`src/source/fm_timer_pkg.sv`:
```
// **********************************************************************
// FM timer package
// Counter widths, host register map and control/status bit positions
// shared by the timer block of the FM sound chip
// **********************************************************************

package fm_timer_pkg;

	// Counter widths of the two timers
	localparam int cnt_width_a = 10; // NA is 10 bits
	localparam int cnt_width_b = 8;  // NB is 8 bits

	// Host register addresses of the timer block
	typedef enum logic [7:0] {
		reg_na_hi = 8'h24, // NA bits 9:2
		reg_na_lo = 8'h25, // NA bits 1:0 in din[1:0]
		reg_nb    = 8'h26, // NB, full byte
		reg_ctrl  = 8'h27  // Run, irq enable and flag clear bits
	} reg_addr_e;

	// Bit positions inside the control byte at reg_ctrl
	localparam int ctl_load_a = 0; // Run timer A
	localparam int ctl_load_b = 1; // Run timer B
	localparam int ctl_en_a   = 2; // Irq enable for flag A
	localparam int ctl_en_b   = 3; // Irq enable for flag B
	localparam int ctl_clr_a  = 4; // Clear strobe for flag A
	localparam int ctl_clr_b  = 5; // Clear strobe for flag B

	// Bits 7:6 of the control byte are unused here
	// (CSM mode and the upper channel bits live elsewhere in the chip)

	// Bit positions inside the status byte
	localparam int stat_flag_a = 0; // Timer A overflow flag
	localparam int stat_flag_b = 1; // Timer B overflow flag

	// Remaining status bits read back as zero,
	// the busy flag is not part of this block

endpackage

```
`src/source/timer_regs.sv`:
```
// **********************************************************************
// Timer register decoder
// Turns host byte writes into timer start values, run bits, irq
// enables and single-cycle flag clear strobes
// **********************************************************************

`timescale 1ns/1ns

module timer_regs (
	input  logic       clk,
	input  logic       rst,
	input  logic       wr,       // Write strobe, one cycle per byte
	input  logic [7:0] addr,
	input  logic [7:0] din,
	output logic [9:0] value_a,  // NA start value
	output logic [7:0] value_b,  // NB start value
	output logic       run_a,
	output logic       run_b,
	output logic       irq_en_a,
	output logic       irq_en_b,
	output logic       clr_a,    // One cycle after a ctrl write
	output logic       clr_b
);

	logic [fm_timer_pkg::cnt_width_a-1:0] na;  // NA assembled from two writes
	logic [fm_timer_pkg::cnt_width_b-1:0] nb;
	logic                                 ctrl_wr; // Write hits the control byte

	assign ctrl_wr = wr && (addr == fm_timer_pkg::reg_ctrl);

	// Start values written by the host
	always_ff @(posedge clk) begin
		if (rst) begin
			na <= '0;
			nb <= '0;
		end else if (wr) begin
			case (fm_timer_pkg::reg_addr_e'(addr))
				fm_timer_pkg::reg_na_hi: na[9:2] <= din;     // Upper byte of NA
				fm_timer_pkg::reg_na_lo: na[1:0] <= din[1:0]; // Low two bits
				fm_timer_pkg::reg_nb:    nb      <= din;
				default: ;                                    // Other addresses ignored
			endcase
		end
	end

	// Held control levels from the control byte
	always_ff @(posedge clk) begin
		if (rst) begin
			run_a    <= 1'b0;
			run_b    <= 1'b0;
			irq_en_a <= 1'b0;
			irq_en_b <= 1'b0;
		end else if (ctrl_wr) begin
			run_a    <= din[fm_timer_pkg::ctl_load_a];
			run_b    <= din[fm_timer_pkg::ctl_load_b];
			irq_en_a <= din[fm_timer_pkg::ctl_en_a];
			irq_en_b <= din[fm_timer_pkg::ctl_en_b];
		end
	end

	// Clear bits become strobes and are not stored
	always_ff @(posedge clk) begin
		if (rst) begin
			clr_a <= 1'b0;
			clr_b <= 1'b0;
		end else begin
			clr_a <= ctrl_wr && din[fm_timer_pkg::ctl_clr_a]; // High one cycle
			clr_b <= ctrl_wr && din[fm_timer_pkg::ctl_clr_b];
		end
	end

	assign value_a = na;
	assign value_b = nb;

	// A strobe only repeats when the host writes the control byte again
	property p_clr_single(logic clr);
		@(posedge clk) disable iff (rst)
			clr && !ctrl_wr |=> !clr;
	endproperty

	a_clr_a_single: assert property (p_clr_single(clr_a))
		else $error("clr_a held high without a second ctrl write");
	a_clr_b_single: assert property (p_clr_single(clr_b))
		else $error("clr_b held high without a second ctrl write");

endmodule

```
`src/source/prescaled_timer.sv`:
```
// **********************************************************************
// Prescaled timer
// Divides clk_en by a fixed prescale and counts up from a start
// value, reloading it and pulsing overflow when the count wraps
// **********************************************************************

`timescale 1ns/1ns

module prescaled_timer #(
	parameter int counter_width = 10,
	parameter int prescale      = 24
) (
	input  logic                     clk,
	input  logic                     rst,
	input  logic                     clk_en,      // Chip clock enable
	input  logic [counter_width-1:0] start_value,
	input  logic                     run,         // Timer runs while high
	output logic                     overflow     // One clock on wrap
);

	localparam int pre_width = (prescale > 1) ? $clog2(prescale) : 1;
	localparam logic [pre_width-1:0] pre_last = pre_width'(prescale - 1);

	logic [pre_width-1:0]     pre;  // Prescale counter
	logic [counter_width-1:0] cnt;  // Main up-counter
	logic                     step; // Prescaler wraps on this enabled cycle

	assign step     = run && clk_en && (pre == pre_last);
	assign overflow = step && (&cnt); // Stepping out of all ones

	always_ff @(posedge clk) begin
		if (rst) begin
			pre <= '0;
			cnt <= '0;
		end else if (!run) begin
			pre <= '0;          // Hold at start while stopped
			cnt <= start_value;
		end else if (clk_en) begin
			if (step) begin
				pre <= '0;
				if (overflow)
					cnt <= start_value; // Reload on wrap
				else
					cnt <= cnt + 1'b1;
			end else begin
				pre <= pre + 1'b1;
			end
		end
	end

	// With a prescale above one the wrap cannot repeat on the next clock
	a_ovf_single: assert property (
		@(posedge clk) disable iff (rst)
			overflow |=> !overflow
	) else $error("overflow high in two consecutive cycles");

endmodule

```
`src/source/timer_flags.sv`:
```
// **********************************************************************
// Timer flags
// Latches the overflow events of both timers, packs them into the
// status byte and forms the active-low interrupt
// **********************************************************************

`timescale 1ns/1ns

module timer_flags (
	input  logic       clk,
	input  logic       rst,
	input  logic       ovf_a,    // Overflow pulse of timer A
	input  logic       ovf_b,
	input  logic       clr_a,    // Clear strobes from the register block
	input  logic       clr_b,
	input  logic       irq_en_a,
	input  logic       irq_en_b,
	output logic [7:0] status,
	output logic       irq_n     // Low while an enabled flag is set
);

	logic flag_a;
	logic flag_b;

	// Clear takes priority over a set in the same cycle
	always_ff @(posedge clk) begin
		if (rst || clr_a)
			flag_a <= 1'b0;
		else if (ovf_a)
			flag_a <= 1'b1; // Stays set until cleared
	end

	always_ff @(posedge clk) begin
		if (rst || clr_b)
			flag_b <= 1'b0;
		else if (ovf_b)
			flag_b <= 1'b1;
	end

	// Status byte with unused bits at zero
	always_comb begin
		status = 8'h00;
		status[fm_timer_pkg::stat_flag_a] = flag_a;
		status[fm_timer_pkg::stat_flag_b] = flag_b;
	end

	assign irq_n = ~((flag_a & irq_en_a) | (flag_b & irq_en_b)); // Masked irq

	// Flag reads low right after the host clears it
	a_clr_a_wins: assert property (
		@(posedge clk) disable iff (rst)
			clr_a |=> !flag_a
	) else $error("flag A still set after clear strobe");

	a_clr_b_wins: assert property (
		@(posedge clk) disable iff (rst)
			clr_b |=> !flag_b
	) else $error("flag B still set after clear strobe");

endmodule

```
`src/source/fm_timers.sv`:
```
// **********************************************************************
// FM timers top level
// Host register block, timers A and B and the flag/irq logic of
// the FM chip timer section
// **********************************************************************

`timescale 1ns/1ns

module fm_timers #(
	parameter int prescale_a = 24,  // Timer A divider
	parameter int prescale_b = 384  // Timer B divider
) (
	input  logic       clk,
	input  logic       rst,
	input  logic       clk_en,     // Chip clock enable from outside
	input  logic       wr,
	input  logic [7:0] addr,
	input  logic [7:0] din,
	output logic [7:0] status,
	output logic       overflow_a, // To key-on logic
	output logic       irq_n
);

	logic [fm_timer_pkg::cnt_width_a-1:0] value_a;
	logic [fm_timer_pkg::cnt_width_b-1:0] value_b;
	logic                                 run_a;
	logic                                 run_b;
	logic                                 irq_en_a;
	logic                                 irq_en_b;
	logic                                 clr_a;
	logic                                 clr_b;
	logic                                 overflow_b; // Only feeds the flag

	timer_regs regs (
		.clk      (clk),
		.rst      (rst),
		.wr       (wr),
		.addr     (addr),
		.din      (din),
		.value_a  (value_a),
		.value_b  (value_b),
		.run_a    (run_a),
		.run_b    (run_b),
		.irq_en_a (irq_en_a),
		.irq_en_b (irq_en_b),
		.clr_a    (clr_a),
		.clr_b    (clr_b)
	);

	prescaled_timer #(
		.counter_width (fm_timer_pkg::cnt_width_a),
		.prescale      (prescale_a)
	) timer_a (
		.clk         (clk),
		.rst         (rst),
		.clk_en      (clk_en),
		.start_value (value_a),
		.run         (run_a),
		.overflow    (overflow_a)
	);

	prescaled_timer #(
		.counter_width (fm_timer_pkg::cnt_width_b),
		.prescale      (prescale_b)
	) timer_b (
		.clk         (clk),
		.rst         (rst),
		.clk_en      (clk_en),
		.start_value (value_b),
		.run         (run_b),
		.overflow    (overflow_b)
	);

	timer_flags flags (
		.clk      (clk),
		.rst      (rst),
		.ovf_a    (overflow_a),
		.ovf_b    (overflow_b),
		.clr_a    (clr_a),
		.clr_b    (clr_b),
		.irq_en_a (irq_en_a),
		.irq_en_b (irq_en_b),
		.status   (status),
		.irq_n    (irq_n)
	);

endmodule

```
`config.mk`:
```
export PLATFORM = sky130hd
export DESIGN_NAME = fm_timers
export DESIGN_NICKNAME = d
export VERILOG_FILES = /design/src/source/fm_timer_pkg.sv /design/src/source/timer_regs.sv /design/src/source/prescaled_timer.sv /design/src/source/timer_flags.sv /design/src/source/fm_timers.sv
export SDC_FILE = /design/constraint.sdc
export NUM_CORES = 1
export LEC_CHECK = 0
export ABC_AREA = 0
export ABC_CLOCK_PERIOD_IN_PS = 2050
export BUFFER_PORTS_ARGS = -buffer_cell sky130_fd_sc_hd__buf_2
export CAP_MARGIN = 20
export CORE_ASPECT_RATIO = 1.5
export CORE_UTILIZATION = 35
export CTS_CLUSTER_SIZE = 16
export DETAILED_ROUTE_END_ITERATION = 6
export PLACE_DENSITY_LB_ADDON = 0.15
export REMOVE_ABC_BUFFERS = 1
export SLEW_MARGIN = 20
export SYNTH_ARGS = -nofsm -noshare
export SYNTH_HDL_FRONTEND = slang
export SYNTH_SLANG_ARGS = --single-unit
```
`constraint.sdc`:
```
create_clock -name clk -period 2.05 [get_ports clk]
set_input_delay 0.5125 -clock clk [delete_from_list [all_inputs] [get_ports clk]]
set_output_delay 0.5125 -clock clk [all_outputs]
set_load 0.01 [all_outputs]
```
# After elaboration in Yosys (flattened, before gate mapping)
# Index checks and enable logic that the tools add are counted.
op_classes:
  bitwise_logic: 6
  addsub: 4
  mux: 10
  reduce_logical: 20
  n_eq_ne: 10
ops:
  columns: ["cell", "count"]
  rows:
  - ["10-bit two-way mux", 4]
  - ["8-bit by 6-bit equality test with 1-bit output (second input constant)", 4]
  - ["8-bit two-way mux", 4]
  - ["10-bit by 1-bit adder with 10-bit output (second input constant)", 1]
  - ["10-bit AND reduction", 1]
  - ["2-bit AND reduction", 5]
  - ["9-bit by 1-bit adder with 9-bit output (second input constant)", 1]
  - ["9-bit equality test (second input constant)", 1]
  - ["1-bit logical AND", 9]
  - ["9-bit two-way mux", 1]
  - ["8-bit by 1-bit adder with 8-bit output (second input constant)", 1]
  - ["8-bit AND reduction", 1]
  - ["5-bit by 1-bit adder with 5-bit output (second input constant)", 1]
  - ["5-bit equality test (second input constant)", 1]
  - ["5-bit two-way mux", 1]
  - ["2-bit by 1-bit inequality test with 1-bit output (second input constant)", 2]
  - ["2-bit inequality test (second input constant)", 2]
  - ["2-bit OR reduction", 2]
  - ["1-bit NOT", 3]
  - ["1-bit bitwise AND", 2]
  - ["1-bit logical OR", 2]
  - ["1-bit OR", 1]
totals:
  in_bits: 20
  regBits: 58
  word_cells: 65
  out_inout_bits: 10

# Depth between registers and ports, before layout
logic_depth:
  ltp_word: 7
  depth_mapped: 7
  mapped_depth_nobuf: 6

# Cells and area by module
# A second synthesis with hierarchy kept.
hier_totals:
  cells_unflattened: 330
  area_unflattened_um2: 2992.9
by_module_without_submodules:
  columns: ["module", "cells_each", "area_per_inst_um2", "seq_area_each_um2", "n_inst"]
  rows:
  - ["prescaled_timer at timer_a", 118, 996.0, 300.3, 1]
  - ["timer_regs", 89, 980.9, 480.5, 1]
  - ["prescaled_timer at timer_b", 107, 887.1, 340.3, 1]
  - ["timer_flags", 16, 128.9, 40.0, 1]

# Worst setup path after synthesis
# No wires, ideal clock.
synth_timing:
  kind: "reg-to-reg"
  start: "register timer_b.pre[0]"
  end: "register timer_b.cnt[5]"
  path_stages_with_launch: 8
  path_buffers: 1
  setup_slack_ps: 276
  period_less_slack_ps: 1774
  required_ps: 1928
  t_arrival_ps: 1652
  setup_ps: 122
  path_cell_list: "dfxtp_1 ha_1 nand3_1 or3_1 buf_6 a21oi_1 nor2_1 a311o_1"
synth_between:
  elab_chain_cells: 7
  elab_cells_between_ends: 9
  classes_between: "eq/ne: 2; mux: 4; reduce/logical: 3"
synth_rtl:
  columns: ["element", "line", "text"]
  rows:
  - ["start, declared", "prescaled_timer.sv:24", "logic [pre_width-1:0] pre;"]
  - ["start signal, assigned", "prescaled_timer.sv:46", "pre <= pre + 1'b1;"]
  - ["9-bit equality test *", "prescaled_timer.sv:28", "assign step = run && clk_en && (pre == pre_last);"]
  - ["1-bit logical AND *", "prescaled_timer.sv:28", null]
  - ["1-bit logical AND", "prescaled_timer.sv:29", "assign overflow = step && (&cnt);"]
  - ["8-bit two-way mux", "prescaled_timer.sv:41", "if (overflow)"]
  - ["8-bit two-way mux", "prescaled_timer.sv:39", "if (step) begin"]
  - ["8-bit two-way mux", "prescaled_timer.sv:38", "end else if (clk_en) begin"]
  - ["8-bit two-way mux", "prescaled_timer.sv:35", "end else if (!run) begin"]
  - ["end signal, assigned", "prescaled_timer.sv:37", "cnt <= start_value;"]
  - ["end signal, assigned", "prescaled_timer.sv:42", "cnt <= start_value;"]
  - ["end signal, assigned", "prescaled_timer.sv:44", "cnt <= cnt + 1'b1;"]
  - ["end, declared", "prescaled_timer.sv:25", "logic [counter_width-1:0] cnt;"]
# Mark *: on every way between the ends. The rest lies on a longest branch, timed or not. The select of a mux whose other input is x is not followed.
# A chain may end at the register's enable or synchronous reset.

# Worst setup path after layout
layout_timing:
  start: "register timer_a.cnt[1]"
  end: "output port overflow_a"
layout_between:
  elab_chain_cells: 2
layout_rtl:
  columns: ["element", "line", "text"]
  rows:
  - ["start, declared", "prescaled_timer.sv:25", null]
  - ["start signal, assigned", "prescaled_timer.sv:37", null]
  - ["start signal, assigned", "prescaled_timer.sv:42", null]
  - ["start signal, assigned", "prescaled_timer.sv:44", null]
  - ["10-bit AND reduction", "prescaled_timer.sv:29", null]
  - ["1-bit logical AND", "prescaled_timer.sv:29", null]
  - ["end, declared", "fm_timers.sv:20", "output logic overflow_a,"]
# No other way between the ends.

==> run_results.csv <==
group,metric,value,unit
outcome,status,"finished, final reports clean",
synth,yosysUniqueCellTypes,53,
worst_setup_path,end_kind,"output pin",
final_layout,mostFrequentLayoutCells,"dfxtp_1 (53), nor2_1 (47), mux2i_1 (24)",
synth,syn-cell-area,2820,um2
pwr,ir_drop,376,uV
clock_network,cts_tree,"built",
global_routing,first_global_vias,2356,
sta,clock.fmax,506,MHz
global_routing,antenna_found_initial,0,
clock_network,cts.htree.levels,3,
global_routing,grt_pass1_wl,11.2,mm
die,coreArea,7710,um2
clock_network,clockRootBuffer,"clkbuf_16",
pwr,cellPowerDensity,820,nW/um2
synth,ys_seq_area_share,41.1,%
synth,synthTopCellsByArea,"dfxtp_1 (41%), mux2i_1 (8.5%), nor2_1 (6.4%)",
pwr,leakage,1.36,nW
clock_network,clock_sinks,58,
placed_design,gp_congestion,0.838,
final_layout,nFillCells,807,
sta,tns,0,ps
worst_setup_path,rrSetupSlack,150,ps
worst_setup_path,worstPathArrival,1460,ps
placed_design,place_hpwl,4.98,mm
synth,synth-async-reset-ratio,0,%
die,pin_count,30,
sta,finClkSkew,8.19,ps
final_layout,diodes,0,
synth,synth_top_area_share,41.1,%
final_layout,post-route-util,46.1,%
detailed_routing,drt_pass1_iterations,4,
worst_setup_path,cp-start-kind,"flop",
detailed_routing,ant_nets,0,
worst_setup_path,reg2reg_depth,6,
detailed_routing,drc,0,
placed_design,io_buffers,23,
detailed_routing,drt_iter0_drc,136,
clock_network,cts_buffers,9,
worst_hold_path,min_path_cells,1,
synth,syn_avg_cell_area,8.77,um2
sta,period_share,96.3,%
sta,rsz0062_at_grt,"no",
worst_setup_path,crit_type,"flop to output pin",
final_layout,fin_nets,389,
detailed_routing,routed_wl,6.78,mm
synth,ys_seq_elements,58,
detailed_routing,viasPerCell,5.20,
synth,synth_edf_count,0,
final_layout,final_common_cell,"dfxtp_1",
final_layout,syn_to_final_growth,25.9,%
detailed_routing,vias,2453,
worst_setup_path,cp_data_required_time,1540,ps
detailed_routing,wire_per_inst,14.4,um
global_routing,overflow,0,
flow_run,maxCapViolations,0,
synth,synth_ff_type,"dfxtp_1",
die,die_h,112,um
worst_setup_path,cp_max_fo,4,
synth,ys_warn_count,0,
synth,synthCells,322,
clock_network,clockBufferDepth,2,
sta,slew_viol_final,0,
clock_network,clk_latency,330,ps
clock_network,clk_pin_slew,50,ps
sta,layout_min_cycle_time,1970,ps
synth,synth_area_leader_cell,"dfxtp_1",
die,die_area,8440,um2
global_routing,grt_use_total,17.8,%
sta,finalHoldViolations,0,
die,rows,39,
die,die_x,75.3,um
die,start_util,36.6,%
final_layout,drive_gt1_share,22.7,%
global_routing,grt_start_max_net_pins,22,
sta,setup-violations-final,0,
worst_hold_path,hold_path.class,"flop to flop",
==> flip-flops by register name, summed over array words and instances (netlist names), 5 cells and up <==
register	count
regs.value_a	10
timer_b.cnt	8
timer_b.pre	9
regs.value_b	8
timer_a.cnt	10
timer_a.pre	5
==> cell type report <==
type,count,area (um2),area share (%)
Clock buffer,13,280,7.88
Clock inverter,3,68.8,1.94
Inverter,8,30.0,0.845
Multi-Input combinational cell,244,1610,45.2
Sequential cell,58,1170,32.8
Tap cell,102,128,3.59
Timing Repair Buffer,44,273,7.67
==> logic make-up (layout without fill, tap and decap cells) <==
kind of cell             count (synthesis)  count (layout)  share of synthesized area (%)
AND/OR/NAND/NOR                        148             148                           27.6
flip-flops                              58              58                           41.1
AO/OA/AOI/OAI                           49              49                           12.1
buffers and inverters                   25              68                           4.65
multiplexers                            24              24                           8.51
XOR/XNOR                                13              13                           4.03
adder cells (fa/ha/maj)                  4               4                           1.77
other                                    1               6                          0.133
==> Yosys cell counts, drive strengths merged (3+ instances only) <==
| library cell | count |
|---|---|
| inv | 8 |
| nor3 | 15 |
| buf | 12 |
| nand2 | 20 |
| and4 | 3 |
| ha | 4 |
| nor4 | 5 |
| a22oi | 3 |
| dfxtp | 58 |
| xor2 | 8 |
| a31oi | 8 |
| nor2 | 48 |
| clkbuf | 5 |
| nand4 | 10 |
| nand3 | 18 |
| nand2b | 5 |
| nor2b | 3 |
| and3 | 6 |
| xnor2 | 5 |
| mux2i | 24 |
| o21ai | 11 |
| a21oi | 15 |
==> layer usage <==
metal | track usage [%] | vias up | wire length (um)
met5 | 0 | - | 0
met4 | 9.75 | 0 | 224
met3 | 4.07 | 18 | 167
met2 | 30.1 | 45 | 3590
met1 | 20.0 | 1153 | 2800
li1 | - | 1237 | -
==> final timing paths <==
check	start	endpoint
worst min register to register	regs.clr_a	flags.flag_a
worst max-delay path	timer_a.cnt[1]	overflow_a
worst max register to register	timer_b.pre[0]	timer_b.cnt[7]
worst min-delay path	regs.clr_a	flags.flag_a
==> worst max-delay path: stages, from the launching register on <==
cell and delay (ps):
dfxtp_2 370, ha_4 160, nand3_1 140, nor2_2 140, and3_4 200, buf_2 120
==> report_power, final <==
group,switching [mW],internal [mW]
logic,0.0415,0.0254
clock network,0.521,1.20
registers,0.000837,1.13
total,0.564,2.35
==> stage by stage <==
stage               worst slack (ps)  area [um2]  total power [mW]  hold slack, ps  cells
floorplan                        232        2740              1.17             373    310
global placement                 115        3130              1.22             387    454
detailed placement              63.6        3130              1.22             382    454
CTS                             15.8        3530              2.94             389    472
global route                    14.2        3550              3.01             399    472
finish                          75.5        3550              2.92             387    472
==> timing repair <==
item,in CTS,in global routing
pin swaps,3,2
hold endpoints to repair,0,0
setup buffers,2,0
endpoints found under the setup margin,1,1
gates resized for setup,8,8
hold buffers,0,0
Power figures use the tool's default switching activity.
